--- config.mk ---
export PLATFORM = sky130hd
export DESIGN_NAME = rvv_retire
export DESIGN_NICKNAME = d
export VERILOG_FILES = /design/src/rvv_arch_pkg.sv /design/src/rvv_pipe_pkg.sv /design/src/rvv_retire.sv
export SDC_FILE = /design/constraint.sdc
export NUM_CORES = 1
export LEC_CHECK = 0
export ABC_AREA = 1
export ABC_CLOCK_PERIOD_IN_PS = 10400
export BUFFER_PORTS_ARGS = -buffer_cell sky130_fd_sc_hd__buf_2
export CORE_AREA = 5 5 156 158
export DETAILED_ROUTE_END_ITERATION = 16
export DIE_AREA = 0 0 161 163
export PLACE_DENSITY = 0.5
export RECOVER_POWER = 25
export SETUP_SLACK_MARGIN = 0.15
export SLEW_MARGIN = 25
export SYNTH_ARGS = -nofsm -noshare
export SYNTH_HDL_FRONTEND = slang
export SYNTH_SLANG_ARGS = --single-unit
--- constraint.sdc ---
create_clock -name clk -period 10.4 [get_ports clk]
set_input_delay 1.04 -clock clk [delete_from_list [all_inputs] [get_ports clk]]
set_output_delay 1.04 -clock clk [all_outputs]
set_load 0.05 [all_outputs]
--- src/rvv_arch_pkg.sv ---
`default_nettype none

package rvv_arch_pkg;

    // VLEN 128, SEW 8, LMUL 1
    localparam int VLEN       = 128;
    localparam int SEW        = 8;
    localparam int NUM_ELEM   = VLEN / SEW;
    localparam int NUM_VREG   = 32;
    localparam int VREG_IDX_W = 5;
    localparam int XLEN       = 32;
    localparam int INST_W     = 32;

    typedef logic [VLEN-1:0]       vreg_t;
    typedef logic [VREG_IDX_W-1:0] vidx_t;

    typedef enum logic [2:0] {
        ALU_ADD,
        ALU_SUB,
        ALU_AND,
        ALU_OR,
        ALU_XOR,
        ALU_MV
    } alu_op_e;

    // OP-V major opcode and the funct3 categories in use
    localparam logic [6:0] OPCODE_V = 7'b1010111;
    localparam logic [2:0] F3_OPIVV = 3'b000;
    localparam logic [2:0] F3_OPIVX = 3'b100;

    localparam logic [5:0] F6_VADD  = 6'b000000;
    localparam logic [5:0] F6_VSUB  = 6'b000010;
    localparam logic [5:0] F6_VAND  = 6'b001001;
    localparam logic [5:0] F6_VOR   = 6'b001010;
    localparam logic [5:0] F6_VXOR  = 6'b001011;
    localparam logic [5:0] F6_VMV   = 6'b010111;

endpackage

`default_nettype wire
--- src/rvv_pipe_pkg.sv ---
`default_nettype none

package rvv_pipe_pkg;

    localparam int CQ_DEPTH = 8;
    localparam int UQ_DEPTH = 4;
    localparam int CQ_CNT_W = $clog2(CQ_DEPTH) + 1;

    // Command queue entry
    typedef struct packed {
        logic [rvv_arch_pkg::INST_W-1:0] inst;
        logic [rvv_arch_pkg::XLEN-1:0]   scalar;
    } rvv_cmd_t;

    // Uop queue entry, vs_a is vs2 and vs_b is vs1/rs1
    typedef struct packed {
        rvv_arch_pkg::alu_op_e         op;
        rvv_arch_pkg::vidx_t           vd;
        rvv_arch_pkg::vidx_t           vs_a;
        rvv_arch_pkg::vidx_t           vs_b;
        logic                          scalar_en;
        logic [rvv_arch_pkg::XLEN-1:0] scalar;
        logic                          illegal;
    } rvv_uop_t;

    // Operands already read from the register file
    typedef struct packed {
        rvv_arch_pkg::alu_op_e op;
        rvv_arch_pkg::vidx_t   vd;
        rvv_arch_pkg::vreg_t   src_a;
        rvv_arch_pkg::vreg_t   src_b;
        logic                  illegal;
    } alu_req_t;

    typedef struct packed {
        rvv_arch_pkg::vidx_t vd;
        rvv_arch_pkg::vreg_t data;
        logic                illegal;
    } rt_res_t;

endpackage

`default_nettype wire

--- src/rvv_retire.sv ---
`timescale 1ns/1ps
`default_nettype none

module rvv_retire (
    input  logic                  clk,
    input  logic                  rst_n,
    input  rvv_pipe_pkg::rt_res_t res,
    input  logic                  res_valid,
    output logic                  res_ready,
    output logic                  rt_valid,
    output rvv_arch_pkg::vidx_t   rt_vd,
    output rvv_arch_pkg::vreg_t   rt_data,
    output logic                  rt_illegal,
    input  logic                  rt_ready,
    output logic                  wr_en,
    output rvv_arch_pkg::vidx_t   wr_idx,
    output rvv_arch_pkg::vreg_t   wr_data,
    output logic                  clr_valid,
    output rvv_arch_pkg::vidx_t   clr_idx
);

    logic commit;

    assign res_ready = ~rt_valid | rt_ready;

    // Register write and busy clear both happen on the retire handshake
    assign commit    = rt_valid & rt_ready & ~rt_illegal;
    assign wr_en     = commit;
    assign wr_idx    = rt_vd;
    assign wr_data   = rt_data;
    assign clr_valid = commit;
    assign clr_idx   = rt_vd;

    always_ff @(posedge clk) begin
        if (!rst_n) begin
            rt_valid <= 1'b0;
        end else if (res_ready) begin
            rt_valid <= res_valid;
        end
    end

    always_ff @(posedge clk) begin
        if (res_valid && res_ready) begin
            rt_vd      <= res.vd;
            rt_data    <= res.data;
            rt_illegal <= res.illegal;
        end
    end

endmodule

`default_nettype wire

* Word-level counts from Yosys, hierarchy flattened *
Index checks and enable logic that the tools add are counted.

word-level totals
  register bits = 135
  bits in latches = 0
  bits in writable memories = 0
  ROM bits = 0
  bits of input ports = 138
  word-level logic and storage cells = 10
  memories kept = 0

operators by class
  add/subtract/negate cells = 0
  multiply operators = 0
  divide/modulo/power cells = 0
  $lt $le $gt $ge = 0
  equality and inequality tests = 0
  shifts and indexed selects = 0
  mux-type cells = 0
  bitwise operators = 5
  reductions and logical operators = 1

operators by type and width
  cell               count
  1-bit bitwise AND  2
  1-bit inverter     2
  1-bit logical AND  1
  1-bit OR           1

* Depth between registers and ports, before layout *
  depth in word-level cells = 3
  depth in mapped cells = 3
  depth with buffers taken out = 3

* Worst setup path after synthesis *
OpenSTA, ideal clock, no wires.

  path type = in2reg
  from = in res_valid
  to = reg rt_vd[0], in the netlist clr_idx[0], enable pin
  data arrival time = 7550 ps
  required time = 9729 ps
  slack = 2179 ps
  cell stages on the path = 2
  buffers on the path = 0
  cell sequence = inv_1 a21oi_1

between the ends
  cells in the longest elaborated chain, start to end = 1

ends and longest elaborated chain
  element                 RTL line          text
  start: declaration      rvv_retire.sv:8   input logic res_valid,
  1-bit logical AND       rvv_retire.sv:43  if (res_valid && res_ready) begin
  end signal: assignment  rvv_retire.sv:44  rt_vd <= res.vd;
  end: declaration        rvv_retire.sv:11  output rvv_arch_pkg::vidx_t rt_vd,

No other way between the ends.
A chain may end at the register's enable or synchronous reset.

* Worst setup path after layout *
  from = in rt_ready
  to = reg rt_data[102], enable pin

between the ends
  cells in the longest elaborated chain, start to end = 2

ends and longest elaborated chain
  element                 RTL line          text
  start: declaration      rvv_retire.sv:14  input logic rt_ready,
  1-bit OR                rvv_retire.sv:24  assign res_ready = ~rt_valid | rt_ready;
  1-bit logical AND       rvv_retire.sv:43
  end signal: assignment  rvv_retire.sv:45  rt_data <= res.data;
  end: declaration        rvv_retire.sv:12  output rvv_arch_pkg::vreg_t rt_data,

No other way between the ends.

==> results.py <==
metrics = {
    "place": {
        "io_buffers": 413,
        "place_congestion": 0.735,
        "dp_cells": 848,
        "place_hpwl_um": 11900,
    },
    "timing": {
        "max_freq_ghz": 0.209,
        "tns_ns": 0,
        "setup_viol": 0,
        "rsz0062_at_grt": "no",
        "maxSlewViolCount": 64,
        "clock_skew_ns": 0.0105,
        "period_minus_slack_ns": 4.78,
        "hold_violations": 0,
        "worstMarginPinSlew_ns": 3.48,
        "finalCritPeriodShare_pct": 46.0,
        "slew_headroom_pct": -132,
    },
    "power_and_ir_drop": {
        "p_int_mw": 1.14,
        "p_sw_mw": 0.504,
        "seqPwrFrac_pct": 39.9,
        "comb_power_share_pct": 19.3,
        "pwr-share-clk_pct": 40.8,
        "p_leak_nw": 3.24,
        "power_density_nw_per_um2": 230,
        "peakVddDrop_uv": 86.2,
        "swShare_pct": 30.6,
    },
    "global_routing": {
        "grt_pass1_vias": 3253,
        "grt_first_pass_wirelength_um": 20300,
        "globalRouteOverflowTotal": 0,
        "antenna_found_initial": 4,
        "grt_util_all_layers_pct": 10.6,
        "grt_max_degree": 73,
    },
    "yosys": {
        "ys_seq_elements": 135,
        "syn_inst": 282,
        "synth_cell_types": 9,
        "yosysSeqAreaShare_pct": 78.9,
        "yosys_warnings": 0,
        "syn_nets": 420,
        "avgSynthCellArea_sq_um": 18.2,
        "syn_area_sq_um": 5130,
    },
    "die": {
        "start_util_pct": 22.3,
        "ios": 414,
        "die_h_um": 163,
        "die_w_um": 161,
        "fp.dieArea_sq_um": 26200,
        "core_sq_um": 23000,
        "std_cell_rows": 56,
    },
    "cts": {
        "cts-root-buf": "clkbuf_16",
        "htreeDepth": 4,
        "ctsResizeCount": 0,
        "cts_tree": "yes",
        "clk_latency_ns": 0.41,
        "cts_buffers": 17,
        "numClockSinks": 135,
        "cts_setup_buffers": 0,
        "clk_pin_slew_ns": 0.06,
        "cts.path.max_buffers": 2,
        "postCtsHoldBufs": 0,
    },
    "critical_path": {
        "path_cells": "buf_2 -> inv_1 -> a21oi_4 -> clkbuf_1 -> buf_4",
        "r2r_setup_slack_ns": 6.00,
        "r2r-start": "rt_valid",
        "startpoint": "rt_ready",
        "arrival_ns": 4.81,
        "reg2reg_depth": 3,
        "reg2reg_to": "rt_data[102]",
        "critPathLaunchType": "primary input",
        "critical_path_class": "in2reg",
        "endpoint_kind": "register",
        "cp_slowest_cell": "clkbuf_1",
        "crit_required_ns": 10.43,
        "cpPeakStageDelay_ns": 2.44,
        "crit_fanout": 72,
    },
    "detailed_routing": {
        "drt_iter0_drc": 86,
        "wire_per_inst_um": 16.9,
        "route.detailed.drc": 0,
        "vias_per_cell": 3.62,
        "firstDrtPassIters": 4,
        "vias": 3175,
        "drtAntennaViolNets": 0,
        "wirelength_um": 14800,
    },
    "finish": {
        "n_antenna_cell": 0,
        "drive_gt1_share_pct": 73.6,
        "final_cell_mix": "buf_2 (401), edfxtp_1 (134), clkbuf_16 (17)",
        "final_common_cell": "buf_2",
        "finalNetCount": 715,
        "fillers": 2361,
        "syn2layout_area_growth_pct": 39.9,
        "layoutNonFillerInstCount": 878,
    },
    "worst_hold_path": {
        "holdPathEnd": "rt_valid",
        "min-delay-start": "rt_valid",
        "hold_path.class": "reg2reg",
        "holdPathStages": 2,
    },
    "status": {
        "status": "finished with violations",
        "failed_checks": "max-capacitance violations, max-slew violations",
    },
    "run": {
        "cap_violations": 1,
    },
}
Yosys cell counts, drive strengths merged:
| cell type | number | area share [%] |
|---|---|---|
| a21oi | 2 | 0.27 |
| edfxtp | 134 | 78 |
| dfxtp | 1 | 0.39 |
| buf | 139 | 20 |
| nand2 | 2 | 0.20 |
| nor2 | 1 | 0.073 |
| inv | 3 | 0.22 |
power groups by stage:
| stage | Sequential, mW | Combinational (mW) | Clock [mW] |
|---|---|---|---|
| floorplan | 0.779 | 0.164 | 0 |
| global placement | 0.668 | 0.321 | 0 |
| detailed placement | 0.668 | 0.322 | 0 |
| CTS | 0.658 | 0.322 | 0.698 |
| global route | 0.663 | 0.327 | 0.721 |
| finish | 0.658 | 0.318 | 0.673 |
stage by stage:
| stage | utilization, % | power, mW | area, sq um | worst slack [ns] | hold WS (ns) |
|---|---|---|---|---|---|
| after CTS | 31.3 | 1.68 | 7190 | 7.54 | 0.557 |
| final | 31.2 | 1.65 | 7170 | 5.62 | 0.578 |
| after detailed placement | 28.5 | 0.990 | 6540 | 7.11 | 0.547 |
| after global placement | 28.5 | 0.989 | 6540 | 7.12 | 0.533 |
| after floorplan | - | 0.943 | 5130 | 2.18 | 0.936 |
| after global routing | 31.2 | 1.71 | 7170 | 5.27 | 0.607 |
flip-flops by register name, summed over array words and instances, names as in the netlist:
name	cells
rt_data	128
clr_idx	5
rt_valid	1
rt_illegal	1
cell type report:
cell class	instances	area [sq um]	share of cell area (%)
flip-flops and latches	135	4040	56.4
repair buffers	415	2060	28.8
clock buffers	17	425	5.93
well taps	290	363	5.06
clock inverters	13	230	3.21
multi-input cells	5	36.3	0.506
inverters	3	11.3	0.157
worst max path at each step:
| stage | depth (start not counted) | end | slack, ns |
|---|---|---|---|
| floorplan | 2 | clr_idx[0] | 2.18 |
| global placement | 5 | rt_data[104] | 7.12 |
| finish | 5 | rt_data[102] | 5.62 |
| CTS | 5 | rt_data[67] | 7.54 |
| detailed placement | 5 | rt_data[46] | 7.11 |
| global route | 5 | rt_data[102] | 5.27 |
layer usage:
layer | wire (um) | GRT usage [%] | share of wire [%]
met4 | 238 | 4.54 | 1.6
met2 | 7520 | 18.2 | 51
met5 | 46 | 0 | 0.31
met1 | 5220 | 11.2 | 35
met3 | 1830 | 4.88 | 12
cells by family (layout without fill, tap and decap cells):
family	Yosys count	in the layout	share of synthesized area, %
buffers and inverters	142	448	20.6
DFF	135	135	78.9
and+or+nand+nor	3	3	0.268
AOI/OAI and AO/OA	2	2	0.268
worst max-delay path: cells and delay by family:
kind	cells	cell delay (ns)
buffers and inverters	4	3.60
AOI/OAI and AO/OA	1	0.11
(Power assumes the default switching activity.)
