$ cat src/rvv_arch_pkg.sv
`default_nettype none

package rvv_arch_pkg;

    // VLEN 128, SEW 8, LMUL 1
    localparam int VLEN       = 128;
    localparam int SEW        = 8;
    localparam int NUM_ELEM   = VLEN / SEW;
    localparam int NUM_VREG   = 32;
    localparam int VREG_IDX_W = 5;
    localparam int XLEN       = 32;
    localparam int INST_W     = 32;

    typedef logic [VLEN-1:0]       vreg_t;
    typedef logic [VREG_IDX_W-1:0] vidx_t;

    typedef enum logic [2:0] {
        ALU_ADD,
        ALU_SUB,
        ALU_AND,
        ALU_OR,
        ALU_XOR,
        ALU_MV
    } alu_op_e;

    // OP-V major opcode and the funct3 categories in use
    localparam logic [6:0] OPCODE_V = 7'b1010111;
    localparam logic [2:0] F3_OPIVV = 3'b000;
    localparam logic [2:0] F3_OPIVX = 3'b100;

    localparam logic [5:0] F6_VADD  = 6'b000000;
    localparam logic [5:0] F6_VSUB  = 6'b000010;
    localparam logic [5:0] F6_VAND  = 6'b001001;
    localparam logic [5:0] F6_VOR   = 6'b001010;
    localparam logic [5:0] F6_VXOR  = 6'b001011;
    localparam logic [5:0] F6_VMV   = 6'b010111;

endpackage

`default_nettype wire
$ cat src/rvv_pipe_pkg.sv
`default_nettype none

package rvv_pipe_pkg;

    localparam int CQ_DEPTH = 8;
    localparam int UQ_DEPTH = 4;
    localparam int CQ_CNT_W = $clog2(CQ_DEPTH) + 1;

    // Command queue entry
    typedef struct packed {
        logic [rvv_arch_pkg::INST_W-1:0] inst;
        logic [rvv_arch_pkg::XLEN-1:0]   scalar;
    } rvv_cmd_t;

    // Uop queue entry, vs_a is vs2 and vs_b is vs1/rs1
    typedef struct packed {
        rvv_arch_pkg::alu_op_e         op;
        rvv_arch_pkg::vidx_t           vd;
        rvv_arch_pkg::vidx_t           vs_a;
        rvv_arch_pkg::vidx_t           vs_b;
        logic                          scalar_en;
        logic [rvv_arch_pkg::XLEN-1:0] scalar;
        logic                          illegal;
    } rvv_uop_t;

    // Operands already read from the register file
    typedef struct packed {
        rvv_arch_pkg::alu_op_e op;
        rvv_arch_pkg::vidx_t   vd;
        rvv_arch_pkg::vreg_t   src_a;
        rvv_arch_pkg::vreg_t   src_b;
        logic                  illegal;
    } alu_req_t;

    typedef struct packed {
        rvv_arch_pkg::vidx_t vd;
        rvv_arch_pkg::vreg_t data;
        logic                illegal;
    } rt_res_t;

endpackage

`default_nettype wire

$ cat src/rvv_decode.sv
`timescale 1ns/1ps
`default_nettype none

module rvv_decode (
    input  rvv_pipe_pkg::rvv_cmd_t cmd,
    input  logic                   cmd_valid,
    output logic                   cmd_pop,
    output rvv_pipe_pkg::rvv_uop_t uop,
    output logic                   uop_push,
    input  logic                   uq_full
);

    import rvv_arch_pkg::*;

    logic [5:0] funct6;
    logic       vm;
    logic [2:0] funct3;
    logic [6:0] opcode;

    assign funct6 = cmd.inst[31:26];
    assign vm     = cmd.inst[25];
    assign funct3 = cmd.inst[14:12];
    assign opcode = cmd.inst[6:0];

    // One command per cycle, straight through
    assign cmd_pop  = cmd_valid & ~uq_full;
    assign uop_push = cmd_pop;

    always_comb begin
        uop.vd        = cmd.inst[11:7];
        uop.vs_a      = cmd.inst[24:20];
        uop.vs_b      = cmd.inst[19:15];
        uop.scalar    = cmd.scalar;
        uop.op        = ALU_ADD;
        uop.scalar_en = 1'b0;
        uop.illegal   = 1'b0;
        case (funct3)
            F3_OPIVV: begin
                case (funct6)
                    F6_VADD: uop.op = ALU_ADD;
                    F6_VSUB: uop.op = ALU_SUB;
                    F6_VAND: uop.op = ALU_AND;
                    F6_VOR:  uop.op = ALU_OR;
                    F6_VXOR: uop.op = ALU_XOR;
                    default: uop.illegal = 1'b1;
                endcase
            end
            F3_OPIVX: begin
                uop.scalar_en = 1'b1;
                case (funct6)
                    F6_VADD: uop.op = ALU_ADD;
                    F6_VMV:  uop.op = ALU_MV;
                    default: uop.illegal = 1'b1;
                endcase
            end
            default: uop.illegal = 1'b1;
        endcase
        // Masked forms are not supported
        if (opcode != OPCODE_V || !vm) begin
            uop.illegal = 1'b1;
        end
    end

endmodule

`default_nettype wire

$ cat config.mk
export PLATFORM = sky130hd
export DESIGN_NAME = rvv_decode
export DESIGN_NICKNAME = d
export VERILOG_FILES = /design/src/rvv_arch_pkg.sv /design/src/rvv_pipe_pkg.sv /design/src/rvv_decode.sv
export SDC_FILE = /design/constraint.sdc
export NUM_CORES = 1
export LEC_CHECK = 0
export BUFFER_PORTS_ARGS = -buffer_cell sky130_fd_sc_hd__buf_4
export CAP_MARGIN = 20
export CELL_PAD_IN_SITES_DETAIL_PLACEMENT = 0
export CELL_PAD_IN_SITES_GLOBAL_PLACEMENT = 1
export CORE_MARGIN = 5
export CORE_UTILIZATION = 12
export DETAILED_ROUTE_END_ITERATION = 16
export GPL_TIMING_DRIVEN = 0
export PLACE_DENSITY = 0.83
export SLEW_MARGIN = 20
export SYNTH_ARGS = -nofsm -noshare
export SYNTH_HDL_FRONTEND = slang
export SYNTH_SLANG_ARGS = --single-unit
$ cat constraint.sdc
create_clock -name vclk -period 1.3
set_input_delay 0.065 -clock vclk [all_inputs]
set_output_delay 0.065 -clock vclk [all_outputs]
set_load 0.005 [all_outputs]
After elaboration in Yosys (flattened, before gate mapping)
Index checks and enable logic that the tools add are counted.

Register bits: 0. Bits in latches: 0. Memory bits (writable): 0. Bits in read-only memories: 0. Input bits: 66. Output and inout port bits: 54. Word-level logic and storage cells: 23. Memories kept: 0.

Add/subtract/negate cells: 0. Multipliers: 0. Div/mod/pow operators: 0. Magnitude comparators: 0. Eq/ne operators: 7. Shift-type cells: 0. Multiplexer cells: 8. Bitwise logic cells: 2. Reductions and logical operators: 6.

Operator list (number): $eq 6x4->1 const B (3); $pmux 3 s4 (1); $ne 7x7->1 const B (1); $eq 6x2->1 const B (1); $eq 6x5->1 const B (1); $logic_not 6->1 (1); $pmux 3 s2 (1); $reduce_or 5->1 (1); $mux 1 (4); $eq 3x3->1 const B (1); $logic_not 3->1 (1); $mux 3 (1); $pmux 1 s2 (1); $reduce_or 2->1 (1); $and 1x1->1 (1); $logic_not 1->1 (1); $logic_or 1x1->1 (1); $not 1->1 (1).

Longest topological paths before layout
Gate-level depths: netlist (run 1).

Word-level depth: 5. Gate-level depth with buffers: 3. Gate-level depth less buffers: 3.

Worst setup path before layout (run 1)
No wires, ideal clock.

Path type: input to output. From: in cmd[62] in the netlist's numbering. To: out uop[0] in the netlist's numbering. Arrival: 0.933 ns. Required time: 1.235 ns. Path slack: 0.302 ns. Stages on the path: 3. Cell sequence: nor4_1 nand3_1 a311o_1.

RTL lines: from (decl) (RTL line rvv_decode.sv:5) `input rvv_pipe_pkg::rvv_cmd_t cmd,`; to (decl) (RTL line rvv_decode.sv:8) `output rvv_pipe_pkg::rvv_uop_t uop,`.

==> results of run 1 <==
[per-layer routing]
metal | wire length [um] | up-vias | part of all wire
li1 | - | 331 | -
met1 | 652 | 266 | 0.30
met2 | 942 | 71 | 0.44
met3 | 566 | 0 | 0.26
met4 | 0 | 0 | 0
met5 | 0 | - | 0
[cell type report]
cell class,instances,share of cell area
repair buffers,73,0.490
well taps,50,0.0548
multi-input cells,20,0.139
plain buffers,48,0.316
[synth_stat cells, drive strengths merged]
cell type,count
xnor2,1
nand4,3
nor3,1
nor2b,1
nor4,2
a211oi,2
a311o,1
nand3b,1
buf,48
nor3b,1
or3,1
mux2i,1
or4b,1
nand4bb,1
nand3,1
nand2,1
and3,1
[report_power, final]
part           internal [mW]  leakage [nW]  switching (mW)
sequential                 0             0               0
clock                      0             0               0
combinational          0.232         0.619          0.0855
[what timing repair did]
item,in CTS,in global routing
pin swaps,0,0
gates resized for setup,2,3
setup endpoints to repair,3,1
[how the worst min path moves through the flow]
stage	startpoint	endpoint	slack [ns]	cells after the start
after floorplan	cmd[44]	uop[49]	0.16	1
after global placement	cmd[42]	uop[47]	0.30	2
after detailed placement	cmd[48]	uop[35]	0.30	2
after CTS	cmd[48]	uop[35]	0.30	2
after global routing	cmd[49]	uop[36]	0.30	2
final	cmd[48]	uop[35]	0.30	2
[kinds of logic after synthesis]
logic type	Yosys count
buf+inv	48
simple gates	15
compound gates	3
xor+xnor	1
mux	1
[through the flow]
step	cell area (um^2)	utilization	hold WS (ns)	TNS [ns]	std cells
floorplan	508	-	0.160	0	68
global placement	1120	0.276	0.297	-0.211	191
detailed placement	1120	0.276	0.297	-0.281	191
CTS	1130	0.278	0.297	0	191
global route	1140	0.281	0.300	-0.00687	191
finish	1140	0.281	0.296	0	191
==> impl_metrics.yaml, run 1 <==
timing:
  timing.final.max_slew_violations: 0
  fmax_mhz: 796
  setup_slack_ns: 0.0438
  rsz0062_at_grt: "true"
  min_period_over_period: 0.966
  setup_viol: 0
  slew-limit-headroom: 0.750
  period_minus_slack_ns: 1.26
  worstMarginPinSlew_ns: 0.372
  hold_violations: 0
global_route:
  antenna_found_initial: 0
  grt_max_degree: 7
  grt_pass1_vias: 607
  grt_pass1_wl_um: 2460
  grt.overflow.total: 0
  met2_usage: 0.0919
  grt.busiest_layer: "met2"
  track_usage: 0.0526
  met3_usage: 0.0307
  gr-usage-met1: 0.0591
finish:
  clockBufferCount: 0
  antennaDiodeCount: 0
  seq_area_um2: 0
  mostFrequentLayoutCells: "118 x buf_4, 3 x nand4_1, 3 x buf_6"
  drive_gt1_frac: 0.879
  final_net_count: 209
  syn_to_final_growth_pct: 125
  nFillCells: 457
  seq_cells: 0
  multiInputGateArea_um2: 159
  final_common_cell: "buf_4"
worst_setup_path:
  crit_cells: 5
  critPathRequiredTime_ns: 1.24
  worstSetupPathType: "primary input to primary output"
  crit_path_end_kind: "primary output"
  cp_slowest_cell: "nor4_2"
  cp-start-kind: "primary input"
  critPathBufInv: 2
  critPathCapture: "uop[0]"
  cpPeakStageDelay_ns: 0.40
  critPathMostFrequentCell: "buf_4"
  cp_data_arrival_time_ns: 1.19
  cp_max_fo: 4
  cp_cell_sequence: "buf_4 > nor4_2 > nand3_1 > a311o_1 > buf_4"
  cpLargestDelayFamily: "simple AND/OR/NAND/NOR gates"
  crit_start: "cmd[62]"
yosys:
  synthesis.area_um2: 508
  yosysWarnings: 0
  synth_top_family_by_area: "buffers and inverters"
  synth_area_per_cell_um2: 7.47
  yosys-top-cells-area: "buf_4 71%, nand4_1 3.7%, a211oi_1 3.0%, or4b_4 2.7%, nor4_1 2.5%"
  synth.area.mux_share: 0.0197
  yosysUniqueCellTypes: 17
  syn_inst: 68
  yosys.area_share.adder: 0
  yosysTopAreaCell: "buf_4"
  synthesis.nets: 134
  seq_area_frac_synth: 0
  synthSimpleGateAreaFrac: 0.204
  yosys.area.top_type_share: 0.709
  synth-compound-area-share: 0.0493
  synth_xor_area_frac: 0.0172
routing:
  drt_first_pass_iters: 4
  wl_per_cell_um: 11.3
  vias_per_cell: 3.50
  num_vias: 668
  antenna_left: 0
  drt_iter0_drc: 7
  drc: 0
  wl_um: 2160
pwr:
  p_total_mw: 0.318
  power.density_cell_area_nw_per_um2: 278
  leakagePower_nw: 0.619
  irDropWorstVdd_mv: 0.0671
placement:
  hpwl_um: 2010
  port_buffers: 73
  gp_congestion: 0.648
  place_worst_setup_slack_ns: -0.109
die:
  core_area_um2: 4060
  die_x_um: 75.1
  rows: 23
  io_pins: 120
  dieHeight_um: 75.1
  dieArea_um2: 5630
  start_util: 0.125
run_status:
  status: "completed"
clocking:
  ctsHoldBuffers: 0
  cts_setup_buffers: 0
job:
  maxCapViolCount: 0
min_path:
  hold_class: "primary input to primary output"
(Power assumes the default switching activity.)
==> inputs of run 2 (changes only) <==
--- a/config.mk
+++ b/config.mk
@@ -9,11 +9,13 @@
 export CAP_MARGIN = 20
 export CELL_PAD_IN_SITES_DETAIL_PLACEMENT = 0
 export CELL_PAD_IN_SITES_GLOBAL_PLACEMENT = 1
+export CORE_ASPECT_RATIO = 1.2
 export CORE_MARGIN = 5
 export CORE_UTILIZATION = 12
 export DETAILED_ROUTE_END_ITERATION = 16
 export GPL_TIMING_DRIVEN = 0
 export PLACE_DENSITY = 0.83
+export REMOVE_ABC_BUFFERS = 1
 export SLEW_MARGIN = 20
 export SYNTH_ARGS = -nofsm -noshare
 export SYNTH_HDL_FRONTEND = slang
==> run 2 against run 1 <==
Net effect:
- critical path depth unchanged
- count of clock-buffer cells in the layout unchanged
- first-iteration DRC count grew 86%
- power is 73% lower
- final area fell by 62%
- die area hardly changed
- global-route usage up 5.8 points
- worst setup slack about the same
- largest power group unchanged
==> impl_metrics.yaml, run 2 (synthesized netlist as in run 1, its figures left out) <==
die:
  core_area_um2: 4160
  die_x_um: 69.4
  dieArea_um2: 5640
  start_util: 0.122
  rows: 26
  io_pins: 120
  dieHeight_um: 81.3
run_status:
  status: "completed"
timing:
  fmax_mhz: 796
  period_minus_slack_ns: 1.26
  hold_violations: 0
  slew-limit-headroom: 0.810
  rsz0062_at_grt: "false"
  holdWs_ns: 0.130
  setup_viol: 0
  worstMarginPinSlew_ns: 0.282
  min_period_over_period: 0.966
  setup_slack_ns: 0.0438
  timing.final.max_slew_violations: 0
finish:
  antennaDiodeCount: 0
  mostFrequentLayoutCells: "25 x buf_4, 3 x nand4_1, 2 x a211oi_1"
  layout.core_utilization: 0.104
  syn_to_final_growth_pct: -15.0
  final_common_cell: "buf_4"
  seq_area_um2: 0
  design_area_um2: 432
  clockBufferCount: 0
  final_cell_count_no_fill: 102
  nFillCells: 505
  multiInputGateArea_um2: 163
  drive_gt1_frac: 0.609
  seq_cells: 0
  final_net_count: 114
job:
  maxCapViolCount: 0
routing:
  wl_um: 3310
  vias_per_cell: 3.69
  drt_first_pass_iters: 2
  num_vias: 376
  drt_iter0_drc: 13
  antenna_left: 0
  wl_per_cell_um: 32.5
  drc: 0
worst_setup_path:
  critPathCapture: "uop[0]"
  crit_path_end_kind: "primary output"
  cp_cell_sequence: "buf_4 > nand4_1 > or4b_4 > a311o_1 > buf_4"
  cp-start-kind: "primary input"
  cp_slowest_cell: "or4b_4"
  worstSetupPathType: "primary input to primary output"
  cp_data_arrival_time_ns: 1.19
  critPathRequiredTime_ns: 1.24
  cp_max_fo: 4
  cpPeakStageDelay_ns: 0.51
  crit_start: "cmd[46]"
  critPathMostFrequentCell: "buf_4"
placement:
  gp_congestion: 0.718
  port_buffers: 26
  dp_cells: 102
  place_worst_setup_slack_ns: -0.0913
  hpwl_um: 3050
  placed_area_um2: 413
pwr:
  irDropWorstVdd_mv: 0.0287
  leakagePower_nw: 0.160
  power.density_cell_area_nw_per_um2: 199
global_route:
  track_usage: 0.110
  antenna_found_initial: 0
  grt.overflow.total: 0
  grt_pass1_wl_um: 4080
  grt_pass1_vias: 387
  grt_max_degree: 7
clocking:
  ctsHoldBuffers: 0
min_path:
  hold_class: "primary input to primary output"
## run 2: changes by cell type in the layout (fill, tap and decap cells not counted)
cell and change:
a211oi_1 +1, a211oi_2 -1, buf_6 -2, nor4_4 +1
nor4_2 -1, buf_4 -93
## run 2: layer usage
layer  vias up  share of wire  track usage
li1        143              -            -
met1       145           0.28       0.0988
met2        84           0.29        0.105
met3         2           0.41        0.215
met4         2        0.00091            0
met5         -          0.011       0.0463
## run 2: per-stage QoR
stage | TNS, ns | total power, mW
after floorplan | 0 | 0.0155
after global placement | -0.186 | 0.0794
after detailed placement | -0.150 | 0.0804
after CTS | 0 | 0.0821
after global routing | 0 | 0.0936
final | 0 | 0.0857
## run 2: area by class of cell
| type | count | area share |
|---|---|---|
| multi-input combinational | 20 | 0.377 |
| tap | 56 | 0.162 |
| timing repair buffer | 26 | 0.461 |
## run 2: how the worst min path moves through the flow
stage          slack (ns)  endpoint    from  cells past startpoint
2_1_floorplan        0.13   uop[10]  cmd[9]                      0
3_3_place_gp         0.13   uop[10]  cmd[9]                      0
3_5_place_dp         0.13   uop[10]  cmd[9]                      0
4_1_cts              0.13   uop[10]  cmd[9]                      0
5_1_grt              0.13   uop[10]  cmd[9]                      0
6_report             0.13   uop[10]  cmd[9]                      0
## run 2: repair_timing
item / 4_1_cts / 5_1_grt
pin swaps: 0 / 0
setup endpoints to repair: 3 / 2
gates resized for setup: 1 / 2
buffers inserted: 0 / 0
## run 2: power by group
part | leakage, nW | internal [mW] | switching (mW)
sequential | 0 | 0 | 0
combinational | 0.160 | 0.0544 | 0.0314
clock | 0 | 0 | 0
total | 0.160 | 0.0544 | 0.0314
## run 2: critical path: cells and delay by family
| family | cells | cell delay, ns |
|---|---|---|
| buffers and inverters | 2 | 0.25 |
| and+or+nand+nor | 2 | 0.61 |
| AOI/OAI and AO/OA | 1 | 0.28 |
