[src/rvv_arch_pkg.sv]
`default_nettype none

package rvv_arch_pkg;

    // VLEN 128, SEW 8, LMUL 1
    localparam int VLEN       = 128;
    localparam int SEW        = 8;
    localparam int NUM_ELEM   = VLEN / SEW;
    localparam int NUM_VREG   = 32;
    localparam int VREG_IDX_W = 5;
    localparam int XLEN       = 32;
    localparam int INST_W     = 32;

    typedef logic [VLEN-1:0]       vreg_t;
    typedef logic [VREG_IDX_W-1:0] vidx_t;

    typedef enum logic [2:0] {
        ALU_ADD,
        ALU_SUB,
        ALU_AND,
        ALU_OR,
        ALU_XOR,
        ALU_MV
    } alu_op_e;

    // OP-V major opcode and the funct3 categories in use
    localparam logic [6:0] OPCODE_V = 7'b1010111;
    localparam logic [2:0] F3_OPIVV = 3'b000;
    localparam logic [2:0] F3_OPIVX = 3'b100;

    localparam logic [5:0] F6_VADD  = 6'b000000;
    localparam logic [5:0] F6_VSUB  = 6'b000010;
    localparam logic [5:0] F6_VAND  = 6'b001001;
    localparam logic [5:0] F6_VOR   = 6'b001010;
    localparam logic [5:0] F6_VXOR  = 6'b001011;
    localparam logic [5:0] F6_VMV   = 6'b010111;

endpackage

`default_nettype wire
[src/rvv_pipe_pkg.sv]
`default_nettype none

package rvv_pipe_pkg;

    localparam int CQ_DEPTH = 8;
    localparam int UQ_DEPTH = 4;
    localparam int CQ_CNT_W = $clog2(CQ_DEPTH) + 1;

    // Command queue entry
    typedef struct packed {
        logic [rvv_arch_pkg::INST_W-1:0] inst;
        logic [rvv_arch_pkg::XLEN-1:0]   scalar;
    } rvv_cmd_t;

    // Uop queue entry, vs_a is vs2 and vs_b is vs1/rs1
    typedef struct packed {
        rvv_arch_pkg::alu_op_e         op;
        rvv_arch_pkg::vidx_t           vd;
        rvv_arch_pkg::vidx_t           vs_a;
        rvv_arch_pkg::vidx_t           vs_b;
        logic                          scalar_en;
        logic [rvv_arch_pkg::XLEN-1:0] scalar;
        logic                          illegal;
    } rvv_uop_t;

    // Operands already read from the register file
    typedef struct packed {
        rvv_arch_pkg::alu_op_e op;
        rvv_arch_pkg::vidx_t   vd;
        rvv_arch_pkg::vreg_t   src_a;
        rvv_arch_pkg::vreg_t   src_b;
        logic                  illegal;
    } alu_req_t;

    typedef struct packed {
        rvv_arch_pkg::vidx_t vd;
        rvv_arch_pkg::vreg_t data;
        logic                illegal;
    } rt_res_t;

endpackage

`default_nettype wire

[src/rvv_alu.sv]
`timescale 1ns/1ps
`default_nettype none

module rvv_alu (
    input  logic                   clk,
    input  logic                   rst_n,
    input  rvv_pipe_pkg::alu_req_t req,
    input  logic                   req_valid,
    output logic                   req_ready,
    output rvv_pipe_pkg::rt_res_t  res,
    output logic                   res_valid,
    input  logic                   res_ready
);

    import rvv_arch_pkg::*;

    logic [SEW-1:0] a_e;
    logic [SEW-1:0] b_e;
    vreg_t          result;

    assign req_ready = ~res_valid | res_ready;

    // Lanes are independent, no carries between elements
    always_comb begin
        result = '0;
        for (int i = 0; i < NUM_ELEM; i++) begin
            a_e = req.src_a[i*SEW +: SEW];
            b_e = req.src_b[i*SEW +: SEW];
            case (req.op)
                ALU_ADD: result[i*SEW +: SEW] = a_e + b_e;
                ALU_SUB: result[i*SEW +: SEW] = a_e - b_e;
                ALU_AND: result[i*SEW +: SEW] = a_e & b_e;
                ALU_OR:  result[i*SEW +: SEW] = a_e | b_e;
                ALU_XOR: result[i*SEW +: SEW] = a_e ^ b_e;
                default: result[i*SEW +: SEW] = b_e;
            endcase
        end
        if (req.illegal) begin
            result = '0;
        end
    end

    always_ff @(posedge clk) begin
        if (!rst_n) begin
            res_valid <= 1'b0;
        end else if (req_ready) begin
            res_valid <= req_valid;
        end
    end

    always_ff @(posedge clk) begin
        if (req_valid && req_ready) begin
            res.vd      <= req.vd;
            res.data    <= result;
            res.illegal <= req.illegal;
        end
    end

endmodule

`default_nettype wire

[config.mk]
export PLATFORM = sky130hd
export DESIGN_NAME = rvv_alu
export DESIGN_NICKNAME = d
export VERILOG_FILES = /design/src/rvv_arch_pkg.sv /design/src/rvv_pipe_pkg.sv /design/src/rvv_alu.sv
export SDC_FILE = /design/constraint.sdc
export NUM_CORES = 1
export LEC_CHECK = 0
export BUFFER_PORTS_ARGS = -buffer_cell sky130_fd_sc_hd__buf_2
export CAP_MARGIN = 10
export CORE_ASPECT_RATIO = 0.6
export CORE_MARGIN = 4
export CORE_UTILIZATION = 52
export CTS_CLUSTER_DIAMETER = 30
export DETAILED_ROUTE_END_ITERATION = 12
export HOLD_SLACK_MARGIN = 0.06
export PLACE_DENSITY = 0.91
export REMOVE_ABC_BUFFERS = 1
export SLEW_MARGIN = 20
export SYNTH_ARGS = -nofsm -noshare
export SYNTH_HDL_FRONTEND = slang
export SYNTH_SLANG_ARGS = --single-unit
[constraint.sdc]
create_clock -name clk -period 4.15 [get_ports clk]
set_input_delay 0.415 -clock clk [delete_from_list [all_inputs] [get_ports clk]]
set_output_delay 0.415 -clock clk [all_outputs]
set_load 0.005 [all_outputs]
# --- After elaboration in Yosys (flattened, before gate mapping) ---
# Cells that the tools add are included.
word_totals:
  regBits: 135
  in_bits: 269
  out_inout_bits: 136
  elab_cells: 108
op_classes:
  muxes: 16
  n_reduce_logical: 2
  eq_ne: 4
  bitwise_logic: 50
  add_sub_neg: 32
ops:
  columns: ["op", "n"]
  rows:
  - ["$pmux W8 S5", 16]
  - ["$add A8 B8 Y8", 16]
  - ["$and A8 B8 Y8", 16]
  - ["$or A8 B8 Y8", 16]
  - ["$sub A8 B8 Y8", 16]
  - ["$xor A8 B8 Y8", 16]
  - ["$eq A3 B2 Y1 const B", 2]
  - ["$eq A3 B1 Y1 const B", 1]
  - ["$eq A3 B3 Y1 const B", 1]
  - ["$logic_not A3 Y1", 1]
  - ["$logic_and A1 B1 Y1", 1]
  - ["$not A1 Y1", 1]
  - ["$or A1 B1 Y1", 1]

# --- Logic depth before layout (Yosys ltp) ---
# Gate-level depths: netlist of run 1.
depth:
  depth_word: 3
  depth_mapped: 13
  ltp_nobuf: 11

# --- Worst setup path before layout of run 1 ---
# OpenSTA, ideal clock, no wires.
synth_timing:
  kind: "input-to-reg"
  from: "input port res_ready"
  to: "register res[0] in the netlist's numbering, enable pin"
  setup_time_ps: 509
  path_stages: 2
  t_arrival_ps: 3651
  t_required_ps: 3641
  path_slack_ps: -10
  path_buffers: 0
  path_cell_list: "nand2b_1 -> and2_1"
synth_via:
  elab_chain_cells: 2
synth_rtl:
  columns: ["item", "line_no", "rtl"]
  rows:
  - ["from (decl)", "rvv_alu.sv:12", "input logic res_ready"]
  - ["$or A1 B1 Y1", "rvv_alu.sv:21", "assign req_ready = ~res_valid | res_ready;"]
  - ["$logic_and A1 B1 Y1", "rvv_alu.sv:52", "if (req_valid && req_ready) begin"]
  - ["to (decl)", "rvv_alu.sv:10", "output rvv_pipe_pkg::rt_res_t res,"]
# Every way passes these cells.
# A chain may end at the register's enable or synchronous reset.

# --- Worst setup path in the final report of run 1 ---
layout_timing:
  from: "input port req[263] in the netlist's numbering"
  to: "register res[53] in the netlist's numbering, data pin"
layout_via:
  elab_chain_cells: 2
  word_cells_on_any_way: 6
layout_rtl:
  columns: ["item", "line_no", "rtl"]
  rows:
  - ["from (decl)", "rvv_alu.sv:7", "input rvv_pipe_pkg::alu_req_t req,"]
  - ["$eq A3 B3 Y1, or another cell as far along", "rvv_alu.sv:29", "case (req.op)"]
  - ["$pmux W8 S5 *", "rvv_alu.sv:29", null]
# Every way passes the cells marked *; elsewhere a longest branch is shown, timed or not.

==> impl_metrics.yaml, run 1 <==
cells_and_area:
  fillers: 3347
  nNetsFinal: 3599
  area_growth_syn_to_layout_pct: 14.8
  drive_gt1_share_pct: 16.0
  final_core_util_pct: 60.4
die:
  core_um2: 39000
  initial_core_util_pct: 52.6
  die_h_um: 162
  boundaryPins: 405
  rows: 56
  fp.dieW_um: 264
  die-area_um2: 42700
clocking:
  cts_buffers: 17
  clkTransAtPathRegs_ps: 70
  root_buffer: "clkbuf_16"
  cts-resized-gates: 0
  cts.sinks: 135
  cts_tree: "done"
  htreeDepth: 4
  clk_path_buf_depth: 2
  postCtsSetupRepairBufs: 0
  worstSkewPairLatency_ps: 460
  hold_buffers: 0
synth:
  ys_async_sr_fraction_pct: 0
  synth_top_cells_by_count: "ha_1, a21oi_1, inv_1"
  syn-mean-instance-area_um2: 7.79
  yosys.area.top_type_share_pct: 23.4
  ys.flop_type: "edfxtp_1"
  synth_cells: 2629
  synth_top_cell_by_area: "ha_1"
  ys_warn_count: 0
  synth_edf_count: 134
  synth-seq-area-share_pct: 19.7
  yosys_register_bits: 135
  netlist_area_um2: 20500
  synth_area_leaders: "ha_1, edfxtp_1, a21oi_1"
  synth.most_common_cell: "ha_1"
  yosysUniqueCellTypes: 49
route:
  vias_per_cell: 6.15
  wl_met1_mm: 28.3
  drc_errors: 0
  drt-initial-drc-count: 2609
  routed_wl_mm: 70.5
  top_layer: "met5"
  wl_per_cell_um: 20.2
  dr.pass1.iters: 8
  num_vias: 21400
  antenna_left: 0
  met2_length_mm: 30.7
  met3_length_mm: 8.33
min_path:
  min_path_type: "in2reg"
  hp-start: "req[258]"
sta:
  hold_violations: 0
  min_period_ps: 2960
  max_slew_margin_pct: 30.0
  layout_setup_ws_ps: 1190
  period_share_pct: 71.3
  slew_viol_final: 0
  setup_viol: 0
  worst_pin_slew_ps: 1050
  max_freq_ghz: 0.338
  fin_skew_ps: 13.2
  rsz0062_at_grt: "no"
flow_run:
  drv_cap: 0
critical_path:
  arrival_ps: 3250
  criticalPathCategory: "in2reg"
  crit_path_start: "req[263]"
  crit_path_max_fanout: 32
  timing.rr.start: "res_valid"
  worst_setup_path_end_kind: "flop"
  cp-start-kind: "primary input"
  crit_required_ps: 4440
global_routing:
  grt-ovfl-total: 0
  grt_max_degree: 171
  track_usage_pct: 31.0
  grt_pass1_wl_mm: 108
  antenna_found_initial: 22
  grt_pass1_vias: 20000
power:
  p_per_area_nw_per_um2: 258
  p_total_mw: 6.06
  p_leak_nw: 11.2
  peakVddDrop_v: 0.000290
placed_design:
  port_buffers: 404
  place_congestion: 0.978
  pre_cts_slack_ps: 765
  hpwl_mm: 49.5
outcome:
  status: "finished clean"
-- flip-flops by register name, summed over array words and instances (netlist names) --
signal / flops
res: 134
res_valid: 1
-- layout make-up --
type / count / area (um^2) / area share [%]
Antenna cell: 18 / 45.0 / 0.192
Clock buffer: 17 / 425 / 1.81
Clock inverter: 15 / 213 / 0.904
Inverter: 298 / 1120 / 4.76
Multi-Input combinational cell: 2052 / 14700 / 62.5
Sequential cell: 135 / 4040 / 17.2
Tap cell: 522 / 653 / 2.78
Timing Repair Buffer: 426 / 2320 / 9.85
-- critical path, stage by stage --
cell and delay (ps):
clkbuf_8 200, nor3b_4 290, buf_4 440, nor2_1 110, xnor2_1 140, ha_1 330
nor2b_1 170, o21ai_0 310, a21boi_0 220, o32a_1 380, a211oi_1 200
-- routing by layer --
metal / vias up / GRT usage [%]
met3: 210 / 7.06
met2: 1376 / 49.0
met4: 14 / 14.4
li1: 10000 / -
met5: - / 0
met1: 9829 / 40.8
-- through the flow --
| step | cell area, um^2 | TNS (ps) | std cells | hold slack (ps) |
|---|---|---|---|---|
| 2_1_floorplan | 19800 | -1390 | 2485 | 514 |
| 3_3_place_gp | 22800 | 0 | 3433 | 525 |
| 3_5_place_dp | 22800 | 0 | 3433 | 550 |
| 4_1_cts | 23500 | 0 | 3465 | 108 |
| 5_1_grt | 23500 | 0 | 3480 | 108 |
| 6_report | 23500 | 0 | 3483 | 132 |
-- cells by family (layout without fill, tap and decap cells) --
| logic type | Yosys count | in the layout | synth area share (%) |
|---|---|---|---|
| compound gates | 850 | 850 | 25.4 |
| xor+xnor | 114 | 114 | 4.87 |
| fa+ha+maj | 400 | 400 | 25.0 |
| buf+inv | 442 | 756 | 8.63 |
| flops | 135 | 135 | 19.7 |
| mux | 8 | 8 | 0.391 |
| other cells | 0 | 18 | 0 |
| simple gates | 680 | 680 | 16.0 |
-- cells in the final DEF, fill, tap and decap left out, types with 18 or more instances in the layout --
cell        n
a211oi_1   55
a21oi_1   354
and3_1     27
buf_2     400
diode_2    18
edfxtp_1  134
ha_1      384
inv_1     294
nand2_1   185
nand3_1    47
nor2_1    210
nor2b_1    66
nor3_1     39
nor3b_1    48
o21a_1     32
o21ai_0   132
o22ai_1   105
o32a_1     23
xnor2_1    98
-- power by group --
| group | leakage (nW) | internal (mW) | switching [mW] |
|---|---|---|---|
| Sequential | 1.34 | 1.65 | 0.0427 |
| Clock | 0.308 | 1.02 | 0.766 |
| Combinational | 9.54 | 1.04 | 1.54 |
| Total | 11.2 | 3.72 | 2.34 |
-- worst paths after layout --
path / to / slack, ps / depth (start not counted)
worst min register to register: res_valid / 580 / 2
worst min-delay path: res[130] / 130 / 1
worst max register to register: res[28] / 2030 / 3
worst max-delay path: res[53] / 1190 / 11
(Power assumes the default switching activity.)
==> inputs of run 2 (changes only) <==
- clock period: 4.15 -> 2.55 ns (I/O delays scaled with it)
==> run 2 against run 1 <==
Net effect: highest routed layer unchanged; largest power group unchanged; cell count grew 6.6%; power grew 69%; critical path depth rose by 1; routed wire length up 4.3%; first-iteration DRC count increased by 11%.
==> impl_metrics.yaml, run 2 (same netlist as run 1, synthesis figures left out) <==
cells_and_area:
  nNetsFinal: 3824
  drive_gt1_share_pct: 21.7
  multiInputGateArea_um2: 14700
  regArea_um2: 4040
  final_core_util_pct: 65.0
  reg_top3: "res (134), res_valid (1)"
  regMostFlops: "res"
  fillers: 3188
  final_cell_mix: "buf_2, ha_1, a21oi_1"
  area_growth_syn_to_layout_pct: 23.6
  final_common_cell: "buf_2"
  largest_reg_flops: 134
power:
  p_sw_share_pct: 38.2
  pwr-share-seq_pct: 26.9
  peakVddDrop_v: 0.000351
  p_leak_nw: 12.3
  p_sw_mw: 3.91
  p_int_mw: 6.34
  p_comb_share_pct: 46.4
  p_total_mw: 10.3
  p_clk_share_pct: 26.6
  p_per_area_nw_per_um2: 405
die:
  rows: 56
  core_um2: 39000
  boundaryPins: 405
  die_h_um: 162
  fp.dieW_um: 264
  die-area_um2: 42700
  initial_core_util_pct: 52.6
placed_design:
  hpwl_mm: 54.4
  port_buffers: 404
  place_congestion: 1.00
  pre_cts_slack_ps: -293
clocking:
  htreeDepth: 4
  clk_path_buf_depth: 2
  cts_tree: "done"
  cts.sinks: 135
  worstSkewPairLatency_ps: 450
  clkTransAtPathRegs_ps: 70
  cts_buffers: 17
  root_buffer: "clkbuf_16"
route:
  drc_errors: 0
  routed_wl_mm: 73.6
  vias_per_cell: 6.13
  num_vias: 22800
  wl_per_cell_um: 19.8
  dr.pass1.iters: 7
  antenna_left: 0
  drt-initial-drc-count: 2906
critical_path:
  crit_slowest_cell: "o32a_1"
  arrival_ps: 2700
  crit_path_max_fanout: 8
  timing.rr.end: "res[47]"
  max_stage_delay_ps: 360
  criticalPathCategory: "in2reg"
  reg2reg_slack_ps: 980
  ff2ff_path_depth: 3
  crit_buf_inv: 3
  worstPathCellList: "clkbuf_8 > nor3b_4 > buf_4 > buf_12 > nor2_1 > xnor2_1 > ha_1 > nor2b_1 > o21ai_0 > a21boi_0 > o32a_1 > a211oi_1"
  cp-start-kind: "primary input"
  crit_family: "compound AO/OA/AOI/OAI gates"
  worst_setup_path_end_kind: "flop"
  crit_required_ps: 2840
  timing.rr.start: "res_valid"
sta:
  fin_skew_ps: 7.80
  fin_tns_setup_ps: 0
  timing.hold.ws_ps: 84.9
  min_period_ps: 2420
  worst_pin_slew_ps: 829
  rsz0062_at_grt: "no"
  hold_violations: 0
  max_slew_margin_pct: 44.6
  slew_viol_final: 0
  max_freq_ghz: 0.414
  setup_viol: 0
  period_share_pct: 94.7
  layout_setup_ws_ps: 134
flow_run:
  drv_cap: 0
global_routing:
  track_usage_pct: 32.4
  grt_pass1_vias: 21300
  grt_pass1_wl_mm: 112
  antenna_found_initial: 24
  grt-ovfl-total: 0
  grt_max_degree: 147
min_path:
  hp-start: "rst_n"
  min_path_type: "in2reg"
  holdPathStages: 2
  hold_end: "res_valid"
outcome:
  status: "finished clean"
-- run 2: cell types whose count changed in the layout (fill, tap and decap cells not counted), moves of 3 or more --
cell           delta
buf_12           +12
inv_6             -6
o21ai_0           -4
o21ai_1           +4
buf_4           +208
clkinv_1          +3
dlygate4sd3_1     +5
diode_2           +4
-- run 2: layout make-up --
cell class	count	share of cell area, %
multi-input cells	2052	58.0
flip-flops and latches	135	16.0
repair buffers	651	16.5
inverters	298	4.42
well taps	522	2.58
diodes	22	0.217
clock buffers	18	1.69
clock inverters	14	0.622
-- run 2: metal layers --
layer | global-route usage [%] | vias up | wire [um]
met2 | 50.8 | 1507 | 32200
met5 | 0 | - | 97
met4 | 15.6 | 14 | 3550
met1 | 42.6 | 10500 | 29300
met3 | 7.46 | 260 | 8490
li1 | - | 10500 | -
-- run 2: timing repair --
item / in CTS / in global routing
resized for setup: 0 / 4
buffers inserted: 0 / 0
hold endpoints to repair: 5 / 0
setup endpoints to repair: 0 / 5
hold buffers: 5 / 0
-- run 2: worst max-delay path by stage --
| stage | from | to | slack [ps] | cells past startpoint |
|---|---|---|---|---|
| after global routing | req[263] | res[109] | 0.4 | 12 |
| after detailed placement | req[263] | res[85] | -290 | 12 |
| final | req[263] | res[109] | 130 | 12 |
| after CTS | req[263] | res[53] | 150 | 11 |
| after floorplan | res_valid | res[0] | -1480 | 2 |
| after global placement | req[263] | res[109] | -170 | 12 |
-- run 2: power groups by stage --
stage	combinational (mW)	clock (mW)	sequential, mW
4_1_cts	4.66	2.73	2.76
2_1_floorplan	2.52	0	2.83
6_report	4.76	2.73	2.76
3_3_place_gp	4.44	0	2.81
3_5_place_dp	4.61	0	2.80
5_1_grt	5.22	2.81	2.77
-- run 2: through the flow --
| step | area (um^2) | cells |
|---|---|---|
| 6_report | 25300 | 3712 |
| 5_1_grt | 25300 | 3706 |
| 4_1_cts | 25300 | 3690 |
| 3_5_place_dp | 24600 | 3653 |
| 3_3_place_gp | 24600 | 3653 |
| 2_1_floorplan | 19800 | 2485 |
